--- src/source/isaPkg.sv ---
`default_nettype none

package isaPkg;

	// ==================================================
	// Instruction format
	// ==================================================
	typedef logic [47:0] instr_t;
	typedef logic [5:0] opcode_t;
	typedef logic [5:0] funct_t;
	typedef logic [4:0] regNum_t;

	localparam int opcodeHi = 5;
	localparam int opcodeLo = 0;
	localparam int lenCodeHi = 7;
	localparam int lenCodeLo = 6;
	localparam int raHi = 12;
	localparam int raLo = 8;
	localparam int rbHi = 17;
	localparam int rbLo = 13;
	localparam int rcHi = 22;
	localparam int rcLo = 18;
	localparam int functHi = 31;
	localparam int functLo = 26;
	localparam int shortConstHi = 31;
	localparam int shortConstLo = 18;
	localparam int longConstHi = 47;
	localparam int longConstLo = 18;

	// Single-bit modifiers
	localparam int amoImmBit = 31;
	localparam int jmpAbsBit = 7;

	// Length codes, anything else is a two byte form
	localparam logic [1:0] LEN4 = 2'b00;
	localparam logic [1:0] LEN6 = 2'b01;

	// ==================================================
	// Major opcodes
	// ==================================================
	localparam opcode_t BRK   = 6'h00;
	localparam opcode_t R2    = 6'h02;
	localparam opcode_t ADDI  = 6'h04;
	localparam opcode_t MULI  = 6'h06;
	localparam opcode_t ANDI  = 6'h08;
	localparam opcode_t ORI   = 6'h09;
	localparam opcode_t FLOAT = 6'h0F;
	localparam opcode_t LB    = 6'h13;
	localparam opcode_t SB    = 6'h15;
	localparam opcode_t JAL   = 6'h18;
	localparam opcode_t CALL  = 6'h19;
	localparam opcode_t LW    = 6'h20;
	localparam opcode_t SW    = 6'h24;
	localparam opcode_t CAS   = 6'h25;
	localparam opcode_t JMP   = 6'h28;
	localparam opcode_t RET   = 6'h29;
	localparam opcode_t AMO   = 6'h2E;
	localparam opcode_t BCC   = 6'h30;
	localparam opcode_t BEQI  = 6'h32;

	// R2 function codes
	localparam funct_t ADD    = 6'h04;
	localparam funct_t SUB    = 6'h05;
	localparam funct_t AND    = 6'h08;
	localparam funct_t OR     = 6'h09;
	localparam funct_t LWX    = 6'h12;
	localparam funct_t SWX    = 6'h16;
	localparam funct_t CASX   = 6'h25;
	localparam funct_t MIN    = 6'h2C;
	localparam funct_t MAX    = 6'h2D;
	localparam funct_t RTI    = 6'h32;
	localparam funct_t MUL    = 6'h3A;
	localparam funct_t DIVMOD = 6'h3E;

endpackage

`default_nettype wire

--- src/source/decodeBusPkg.sv ---
`default_nettype none

package decodeBusPkg;

	typedef logic [63:0] const_t;
	typedef logic [2:0] instrLen_t;
	typedef logic [95:0] decodeBus_t;

	// ==================================================
	// Decode bus field positions
	// ==================================================
	localparam int constLo = 0;
	localparam int constHi = 63;
	localparam int lengthLo = 64;
	localparam int lengthHi = 66;
	localparam int hasConstBit = 67;
	localparam int src1ValidBit = 68;
	localparam int src2ValidBit = 69;
	localparam int src3ValidBit = 70;
	localparam int branchTakenBit = 71;
	localparam int aluBit = 72;
	localparam int alu0OnlyBit = 73;
	localparam int fpuBit = 74;
	localparam int flowCtrlBit = 75;
	localparam int canExceptionBit = 76;
	localparam int loadBit = 77;
	localparam int preloadBit = 78;
	localparam int memBit = 79;
	localparam int memNdxBit = 80;
	localparam int rmwBit = 81;
	localparam int jmpBit = 82;
	localparam int branchBit = 83;
	localparam int syncBit = 84;
	localparam int regWriteBit = 85;
	// Bits 95..86 reserved, read as zero

endpackage

`default_nettype wire

--- src/source/decodeIfs.sv ---
`default_nettype none

// Execution unit and control flow flags
interface unitFlagsIf;
	logic alu;
	logic alu0Only;
	logic fpu;
	logic flowCtrl;
	logic branch;
	logic jmp;
	logic sync;
	logic canException;

	modport classifier (output alu, alu0Only, fpu, flowCtrl, branch, jmp, sync, canException);
	modport sink (input alu, alu0Only, fpu, flowCtrl, branch, jmp, sync, canException);
endinterface

// Memory access flags
interface memFlagsIf;
	logic load;
	logic mem;
	logic memNdx;
	logic rmw;

	modport classifier (output load, mem, memNdx, rmw);
	modport sink (input load, mem, memNdx, rmw);
endinterface

// Source operand readiness and register writer
interface operandIf;
	logic src1Valid;
	logic src2Valid;
	logic src3Valid;
	logic regWriter;

	modport classifier (output src1Valid, src2Valid, src3Valid, regWriter);
	modport sink (input src1Valid, src2Valid, src3Valid, regWriter);
endinterface

`default_nettype wire

--- src/source/immediateDecoder.sv ---
`default_nettype none

module immediateDecoder (
	input  wire isaPkg::instr_t         instr_i,
	output decodeBusPkg::const_t        constant_o,
	output decodeBusPkg::instrLen_t     length_o,
	output logic                        hasConst_o
);
	import isaPkg::*;

	logic [1:0] lenCode;
	opcode_t opcode;
	logic signed [longConstHi-longConstLo:0] longConst;
	logic signed [shortConstHi-shortConstLo:0] shortConst;

	assign lenCode = instr_i[lenCodeHi:lenCodeLo];
	assign opcode = instr_i[opcodeHi:opcodeLo];
	assign longConst = instr_i[longConstHi:longConstLo];
	assign shortConst = instr_i[shortConstHi:shortConstLo];

	// Signed operands, so both arms sign extend to 64 bits
	assign constant_o = (lenCode == LEN6) ? longConst : shortConst;

	// Byte count of the instruction
	always_comb
	begin
		case (lenCode)
			LEN4: length_o = 3'd4;
			LEN6: length_o = 3'd6;
			default: length_o = 3'd2;
		endcase
	end

	assign hasConst_o = opcode inside {ADDI, ANDI, ORI, MULI, LB, LW, SB, SW, CAS,
		JAL, CALL, RET};

endmodule

`default_nettype wire

--- src/source/memClassifier.sv ---
`default_nettype none

module memClassifier (
	input  wire isaPkg::instr_t   instr_i,
	memFlagsIf.classifier         flags
);
	import isaPkg::*;

	opcode_t opcode;
	funct_t funct;
	logic isR2;
	logic load;

	assign opcode = instr_i[opcodeHi:opcodeLo];
	assign funct = instr_i[functHi:functLo];
	assign isR2 = (opcode == R2);

	assign load = (opcode inside {LB, LW}) | (isR2 & (funct == LWX));
	assign flags.load = load;

	// Any access to data memory
	assign flags.mem = load | (opcode inside {SB, SW, CAS, AMO}) |
		(isR2 & (funct inside {SWX, CASX}));

	// Register indexed forms
	assign flags.memNdx = isR2 & (funct inside {LWX, SWX, CASX});

	// Atomic read-modify-write
	assign flags.rmw = (opcode inside {CAS, AMO}) | (isR2 & (funct == CASX));

endmodule

`default_nettype wire

--- src/source/unitClassifier.sv ---
`default_nettype none

module unitClassifier (
	input  wire isaPkg::instr_t   instr_i,
	memFlagsIf.sink               mem,
	unitFlagsIf.classifier        flags
);
	import isaPkg::*;

	opcode_t opcode;
	funct_t funct;
	logic isR2;
	logic isFloat;
	logic flowCtrl;

	assign opcode = instr_i[opcodeHi:opcodeLo];
	assign funct = instr_i[functHi:functLo];
	assign isR2 = (opcode == R2);
	assign isFloat = (opcode == FLOAT);

	// ==================================================
	// Unit selection
	// ==================================================
	always_comb
	begin
		case (opcode)
			BRK, BCC, BEQI, JMP, JAL, CALL, RET: flowCtrl = 1'b1;
			R2: flowCtrl = (funct == RTI);
			default: flowCtrl = 1'b0;
		endcase
	end

	assign flags.flowCtrl = flowCtrl;
	assign flags.fpu = isFloat;
	assign flags.alu = ~(flowCtrl | isFloat);

	// Multiplier, divider and indexed address adder sit on ALU0 only
	assign flags.alu0Only = (opcode == MULI) |
		(isR2 & (funct inside {MUL, DIVMOD, MIN, MAX, LWX, SWX}));

	// ==================================================
	// Control flow
	// ==================================================
	assign flags.branch = opcode inside {BCC, BEQI};
	assign flags.jmp = (opcode == JMP) & ~instr_i[jmpAbsBit];
	assign flags.sync = (opcode == BRK) | (isR2 & (funct == RTI));

	// Memory ops can always fault, so mem is folded in here
	always_comb
	begin
		case (opcode)
			ADDI, MULI, FLOAT, BCC, BEQI: flags.canException = 1'b1;
			R2: flags.canException = (funct inside {ADD, SUB, MUL, DIVMOD, RTI}) | mem.mem;
			default: flags.canException = mem.mem;
		endcase
	end

endmodule

`default_nettype wire

--- src/source/operandValidity.sv ---
`default_nettype none

module operandValidity (
	input  wire isaPkg::instr_t   instr_i,
	operandIf.classifier          flags
);
	import isaPkg::*;

	opcode_t opcode;
	funct_t funct;
	logic isR2;
	logic raZero;
	logic rbZero;
	logic rcZero;

	assign opcode = instr_i[opcodeHi:opcodeLo];
	assign funct = instr_i[functHi:functLo];
	assign isR2 = (opcode == R2);

	// r0 reads as zero, so it never waits on a producer
	assign raZero = (instr_i[raHi:raLo] == '0);
	assign rbZero = (instr_i[rbHi:rbLo] == '0);
	assign rcZero = (instr_i[rcHi:rcLo] == '0);

	// ==================================================
	// Source operands
	// ==================================================
	assign flags.src1Valid = (opcode inside {R2, BCC, BEQI, ADDI, ANDI, ORI, MULI,
		LB, LW, SB, SW, CAS, AMO, JAL, RET}) ? raZero : 1'b1;

	always_comb
	begin
		case (opcode)
			R2, BCC, SB, SW, CAS, RET: flags.src2Valid = rbZero;
			// Immediate AMO has no Rb operand
			AMO: flags.src2Valid = instr_i[amoImmBit] | rbZero;
			default: flags.src2Valid = 1'b1;
		endcase
	end

	assign flags.src3Valid = (isR2 & (funct inside {SWX, CASX})) ? rcZero : 1'b1;

	// Instructions that produce a register result
	always_comb
	begin
		case (opcode)
			R2: flags.regWriter = funct inside {ADD, SUB, AND, OR, MUL, DIVMOD, MIN, MAX,
				LWX, CASX};
			ADDI, ANDI, ORI, MULI: flags.regWriter = 1'b1;
			LB, LW, CAS, AMO: flags.regWriter = 1'b1;
			JAL, CALL, RET: flags.regWriter = 1'b1;
			default: flags.regWriter = 1'b0;
		endcase
	end

endmodule

`default_nettype wire

--- src/source/decodeRegister.sv ---
`default_nettype none

module decodeRegister (
	input  wire                         clk,
	input  wire                         reset_i,
	input  wire                         idValid_i,
	input  wire [4:0]                   id_i,
	input  wire isaPkg::regNum_t        rt_i,
	input  wire                         predictTaken_i,
	input  wire decodeBusPkg::const_t   constant_i,
	input  wire decodeBusPkg::instrLen_t length_i,
	input  wire                         hasConst_i,
	unitFlagsIf.sink                    unit,
	memFlagsIf.sink                     mem,
	operandIf.sink                      operand,
	output decodeBusPkg::decodeBus_t    decodeBus_o,
	output logic [4:0]                  id_o,
	output logic                        idValid_o
);
	import decodeBusPkg::*;

	decodeBus_t busNext;
	logic rtZero;

	// A load into r0 only warms the cache, and r0 is never written
	assign rtZero = (rt_i == '0);

	// ==================================================
	// Bus assembly
	// ==================================================
	always_comb
	begin
		busNext = '0;
		busNext[constHi:constLo] = constant_i;
		busNext[lengthHi:lengthLo] = length_i;
		busNext[hasConstBit] = hasConst_i;
		busNext[src1ValidBit] = operand.src1Valid;
		busNext[src2ValidBit] = operand.src2Valid;
		busNext[src3ValidBit] = operand.src3Valid;
		busNext[branchTakenBit] = unit.branch & predictTaken_i;
		busNext[aluBit] = unit.alu;
		busNext[alu0OnlyBit] = unit.alu0Only;
		busNext[fpuBit] = unit.fpu;
		busNext[flowCtrlBit] = unit.flowCtrl;
		busNext[canExceptionBit] = unit.canException;
		busNext[loadBit] = mem.load;
		busNext[preloadBit] = mem.load & rtZero;
		busNext[memBit] = mem.mem;
		busNext[memNdxBit] = mem.memNdx;
		busNext[rmwBit] = mem.rmw;
		busNext[jmpBit] = unit.jmp;
		busNext[branchBit] = unit.branch;
		busNext[syncBit] = unit.sync;
		busNext[regWriteBit] = operand.regWriter & ~rtZero;
	end

	// Single pipeline stage, loaded every cycle
	always_ff @(posedge clk)
	begin
		if (reset_i)
		begin
			decodeBus_o <= '0;
			id_o <= '0;
			idValid_o <= 1'b0;
		end
		else
		begin
			decodeBus_o <= busNext;
			id_o <= id_i;
			idValid_o <= idValid_i;
		end
	end

endmodule

`default_nettype wire

--- src/source/instrDecoder.sv ---
`default_nettype none

module instrDecoder (
	input  wire                         clk,
	input  wire                         reset_i,
	input  wire                         idValid_i,
	input  wire [4:0]                   id_i,
	input  wire isaPkg::instr_t         instr_i,
	input  wire isaPkg::regNum_t        rt_i,
	input  wire                         predictTaken_i,
	output decodeBusPkg::decodeBus_t    decodeBus_o,
	output logic [4:0]                  id_o,
	output logic                        idValid_o
);
	import decodeBusPkg::*;

	const_t constant;
	instrLen_t length;
	logic hasConst;

	unitFlagsIf unitFlags ();
	memFlagsIf memFlags ();
	operandIf operand ();

	// ==================================================
	// Combinational classifiers
	// ==================================================
	immediateDecoder immediateDecoder_inst (
		.instr_i    (instr_i),
		.constant_o (constant),
		.length_o   (length),
		.hasConst_o (hasConst)
	);

	memClassifier memClassifier_inst (
		.instr_i (instr_i),
		.flags   (memFlags.classifier)
	);

	unitClassifier unitClassifier_inst (
		.instr_i (instr_i),
		.mem     (memFlags.sink),
		.flags   (unitFlags.classifier)
	);

	operandValidity operandValidity_inst (
		.instr_i (instr_i),
		.flags   (operand.classifier)
	);

	// Output register
	decodeRegister decodeRegister_inst (
		.clk            (clk),
		.reset_i        (reset_i),
		.idValid_i      (idValid_i),
		.id_i           (id_i),
		.rt_i           (rt_i),
		.predictTaken_i (predictTaken_i),
		.constant_i     (constant),
		.length_i       (length),
		.hasConst_i     (hasConst),
		.unit           (unitFlags.sink),
		.mem            (memFlags.sink),
		.operand        (operand.sink),
		.decodeBus_o    (decodeBus_o),
		.id_o           (id_o),
		.idValid_o      (idValid_o)
	);

endmodule

`default_nettype wire

--- config.mk ---
export PLATFORM = sky130hd
export DESIGN_NAME = instrDecoder
export DESIGN_NICKNAME = d
export VERILOG_FILES = /design/src/source/isaPkg.sv /design/src/source/decodeBusPkg.sv /design/src/source/decodeIfs.sv /design/src/source/immediateDecoder.sv /design/src/source/memClassifier.sv /design/src/source/unitClassifier.sv /design/src/source/operandValidity.sv /design/src/source/decodeRegister.sv /design/src/source/instrDecoder.sv
export SDC_FILE = /design/constraint.sdc
export NUM_CORES = 1
export LEC_CHECK = 0
export BUFFER_PORTS_ARGS = -buffer_cell sky130_fd_sc_hd__buf_2
export CAP_MARGIN = 20
export CORE_MARGIN = 10
export CORE_UTILIZATION = 30
export DETAILED_ROUTE_END_ITERATION = 16
export GPL_TIMING_DRIVEN = 0
export PLACE_DENSITY = 0.58
export SYNTH_ARGS = -nofsm -noshare
export SYNTH_HDL_FRONTEND = slang
export SYNTH_SLANG_ARGS = --single-unit
--- constraint.sdc ---
create_clock -name clk -period 1.97 [get_ports clk]
set_clock_uncertainty 0.2 [all_clocks]
set_input_delay 0.197 -clock clk [delete_from_list [all_inputs] [get_ports clk]]
set_output_delay 0.197 -clock clk [all_outputs]
set_load 0.005 [all_outputs]
### Word-level counts from Yosys, hierarchy flattened

Cells that the tools add are included.
W data, S select, Z words.

* register bits after elaboration: 102

* eq/ne operators: 31
* bitwise operators: 22
* mux-type cells: 8
* reduce and logical (&&, ||, !) cells: 21

Operator list (number)
* $eq A6 B6 Y1 const B: 14
* $mux W64: 1
* $eq A6 B5 Y1 const B: 6
* $eq A6 B4 Y1 const B: 5
* $eq A6 B3 Y1 const B: 4
* $logic_not A5 Y1: 4
* $reduce_bool A15 Y1: 1
* $reduce_bool A12 Y1: 1
* $reduce_or A11 Y1: 1
* $and A1 B1 Y1: 10
* $reduce_bool A10 Y1: 1
* $or A1 B1 Y1: 9
* $pmux W1 S2: 4
* $reduce_bool A2 Y1: 4
* $reduce_or A7 Y1: 1
* $eq A6 B2 Y1 const B: 1
* $logic_not A6 Y1: 1
* $pmux W3 S2: 1
* $reduce_bool A6 Y1: 1
* $reduce_or A6 Y1: 1
* $reduce_bool A5 Y1: 1
* $reduce_or A5 Y1: 1
* $reduce_bool A4 Y1: 1
* $not A1 Y1: 3
* 4 further kinds: 5

### Longest topological paths before layout

* depth in word-level cells: 7
* mapped depth: 7
* gate-level depth less buffers: 5

### Cells and area by module

From an unflattened synthesis, not the netlist that was laid out.

* cells, all modules: 421
* area, all modules: 4035.1 um^2

By module, submodules not included
* decodeRegister: cells an instance 207, area each 2568.7 um^2, seq. area each 1841.8 um^2, times used 1
* immediateDecoder: cells an instance 101, area each 653.1 um^2, seq. area each 0.0 um^2, times used 1
* operandValidity: cells an instance 60, area each 401.6 um^2, seq. area each 0.0 um^2, times used 1
* unitClassifier: cells an instance 30, area each 242.7 um^2, seq. area each 0.0 um^2, times used 1
* memClassifier: cells an instance 23, area each 168.9 um^2, seq. area each 0.0 um^2, times used 1

### Worst setup path before layout

Ideal clock, no wire load.

* path type: input port to flip-flop
* start point: input instr_i[0]
* end point: register decodeRegister_inst.decodeBus_o[68]
* stages: 6
* path buffers: 1
* path slack: 350 ps
* data arrival time: 1301 ps
* library setup time: 119 ps
* required time: 1651 ps
* path through: clkbuf_1 -> mux2_1 -> mux2_2 -> a2bb2oi_1 -> o22ai_1 -> a21oi_1

* cells in the longest elaborated chain, start to end: 3
* elaborated cells on any way between the ends: 17
* classes of those cells: eq/ne (15); mux (1); reduce/logical (1)

Ends and longest elaborated chain
* start, declared: line instrDecoder.sv:8 `input wire isaPkg::instr_t instr_i,`
* $eq A6 B2 Y1, or another cell as far along: line operandValidity.sv:28 `assign flags.src1Valid = (opcode inside {R2, BCC, BEQI, ADDI, ANDI, ORI, MULI,`
* $reduce_bool A15 Y1 *: line operandValidity.sv:28
* $mux W1 *: line operandValidity.sv:29 `LB, LW, SB, SW, CAS, AMO, JAL, RET}) ? raZero : 1'b1;`
* end signal, assigned: line decodeRegister.sv:68 `decodeBus_o <= busNext;`
* end, declared: line decodeRegister.sv:16 `output decodeBusPkg::decodeBus_t decodeBus_o,`

Mark *: on every way between the ends. The rest lies on a longest branch, timed or not.
A chain may end at the register's enable or synchronous reset.

### Worst setup path in the final report

* start point: input instr_i[2]
* end point: register decodeRegister_inst.decodeBus_o[72]

* cells in the longest elaborated chain, start to end: 5
* elaborated cells on any way between the ends: 13
* classes of those cells: eq/ne (8); mux (1); bitwise (2); reduce/logical (2)

Ends and longest elaborated chain
* $eq A6 B6 Y1, or another cell as far along: line unitClassifier.sv:26 `case (opcode)`
* $reduce_or A7 Y1: line unitClassifier.sv:26
* $pmux W1 S2: line unitClassifier.sv:26
* $or A1 B1 Y1 *: line unitClassifier.sv:35 `assign flags.alu = ~(flowCtrl | isFloat);`
* $not A1 Y1 *: line unitClassifier.sv:35

Marked as above.

==> flow_metrics.tcl <==
set metrics [dict create \
    antenna_cells 0 \
    wl_um 9420 \
    setup.worst_path.start_class "input port" \
    ir_drop_mv 0.361 \
    syn_inst 310 \
    yosysSeqAreaShare_pct 42.4 \
    relSlewSlack_pct 63.5 \
    syn-cell-area_um2 2690 \
    track_usage_pct 13.6 \
    place.gp.congestion 0.861 \
    setup_ws_ns 0.0854 \
    fin_crit_sh_pct 95.7 \
    pwr-share-clk_pct 41.1 \
    synthFlopType "dfxtp_1" \
    power.internal_w 0.00224 \
    cap_violations 0 \
    die_area_um2 13100 \
    crit_path_max_fanout 4 \
    post_synth.cell_area_avg_um2 8.67 \
    rsz0062_at_grt "no" \
    power_density_nw_per_um2 705 \
    ys_ff_latch 57 \
    utilization_pct 49.2 \
    p_sw_share_pct 25.9 \
    wire_per_inst_um 14.7 \
    dp.cells 578 \
    hold_ws_ns 0.0145 \
    p_leak_nw 2.12 \
    grt_pass1_wl_um 14500 \
    power_frac_comb_pct 18.1 \
    io_buffers 150 \
    pwr-share-seq_pct 40.8 \
    synth_edf_count 0 \
    die_y_um 115 \
    synth_area_leader_cell "dfxtp_1" \
    final_common_cell "buf_2" \
    ctsHtreeMaxLevel 3 \
    synth.top_cell.area_share_pct 42.4 \
    hold_violations 0 \
    start_util_pct 30.8 \
    switching_power_w 0.000784 \
    cts_num_sinks 57 \
    post_drt_via_cell_ratio 4.51 \
    antenna_found_initial 0 \
    max_freq_ghz 0.531 \
    ff_latch_area_um2 1140 \
    synth_cell_types 50 \
    synth-warning-count 0 \
    hpwl_um 7170 \
    fin_cells 639 \
    root_buffer "clkbuf_8" \
    drt-pass1-iter-count 4 \
    die_w_um 115 \
    cts_buffers 9 \
    drive_above_1_share_pct 41.8 \
    synthTopCellsByArea "dfxtp_1, buf_4, nor2b_1, a21oi_1, nand3b_1" \
    grt_max_degree 36 \
    cts_tree "built" \
    core_um2 8720 \
    nNetsFinal 588 \
    io_pins 164 \
    finalSetupTns_ns 0 \
    drt_iter0_drc 195 \
    path_clk_slew_ns 0.07 \
    hold_class "in2reg" \
    grt_pass1_vias 2869 \
    ys_async_sr_fraction_pct 0 \
    drc 0 \
    crit_path_end_kind "flip-flop" \
    multi_input_area_um2 1140 \
    n_fill_cell 839 \
    drv_slew 0 \
    period_needed_ns 1.88 \
    final_cell_mix "buf_2, dfxtp_1, buf_4, dlygate4sd3_1" \
    gr-total-overflow 0 \
    area_growth_pct 59.5 \
    setup_viol 0 \
    route.vias.total 2885 \
    status "finished clean" \
    required_ns 2.01 \
    clk_path_buf_depth 2 \
    post-place-ws_ns 0.0755 \
    row_count 34 \
    critical_path_arrival_ns 1.92 \
    worst_slew_pin_slew_ns 0.548 \
    antenna_left 0 \
    path_class "in2reg" \
]
[synthesized netlist by cell type, drive strengths merged, types with 4 or more instances]
| cell | number |
|---|---|
| buf | 53 |
| dfxtp | 57 |
| clkbuf | 15 |
| nor3 | 5 |
| a21oi | 29 |
| nor2b | 29 |
| inv | 4 |
| o21ai | 13 |
| nand3b | 18 |
| nand2 | 6 |
| nor2 | 27 |
[registers in the layout, summed over array words and instances, names as in the netlist]
name and count:
decodeRegister_inst.decodeBus_o 51, decodeRegister_inst.idValid_o 1, decodeRegister_inst.id_o 5
[worst max-delay path, cell delays in order]
cell and delay, ns:
buf_2 0.12, dlygate4sd3_1 0.57, or3_1 0.37, nor4_1 0.24, a31oi_1 0.11, o21a_1 0.14, and3b_1 0.18
[worst paths after layout]
kind | slack, ns | cells after the start | from | endpoint
max | 0.09 | 7 | instr_i[2] | decodeRegister_inst.decodeBus_o[72]
min | 0.01 | 4 | instr_i[14] | decodeRegister_inst.decodeBus_o[69]
[layout make-up]
cell class / count / share of cell area [%]
buffer: 68 / 10.0
clock buffer: 9 / 2.89
clock inverter: 7 / 2.36
inverter: 4 / 0.350
multi-input combinational: 191 / 26.6
sequential: 57 / 26.6
tap: 108 / 3.15
timing repair buffer: 195 / 28.0
[layer usage]
layer	global-route usage, %	routed length [µm]
met1	14.7	3640
met2	23.8	4800
met3	4.35	817
met4	5.76	169
met5	0	0
[per-stage QoR]
step           area, µm²  total power, W
5_1_grt             4290         0.00317
2_1_floorplan       2730         0.00152
3_5_place_dp        3610         0.00174
4_1_cts             4290         0.00305
6_report            4290         0.00302
3_3_place_gp        3610         0.00174
[repair_timing]
action | 4_1_cts | 5_1_grt
hold endpoints to repair | 40 | 0
endpoints found under the setup margin | 35 | 0
setup buffers | 0 | 0
resized for setup | 1 | 0
hold buffers | 45 | 0
[logic make-up (layout without fill, tap and decap cells)]
| family | Yosys count | count (layout) | share of synthesized area, % |
|---|---|---|---|
| compound gates | 63 | 63 | 14.4 |
| buf+inv | 72 | 283 | 16.6 |
| mux | 2 | 2 | 0.838 |
| flops | 57 | 57 | 42.4 |
| other cells | 1 | 11 | 0.139 |
| simple gates | 114 | 114 | 25.3 |
| xor+xnor | 1 | 1 | 0.326 |
[power by group through the flow]
stage / Combinational, W / Sequential, W / Clock (W)
floorplan: 0.000252 / 0.00127 / 0
global placement: 0.000479 / 0.00126 / 0
detailed placement: 0.000484 / 0.00126 / 0
CTS: 0.000552 / 0.00123 / 0.00127
global route: 0.000605 / 0.00124 / 0.00133
finish: 0.000549 / 0.00123 / 0.00124
Note: power is estimated with default switching activity, not from simulation.
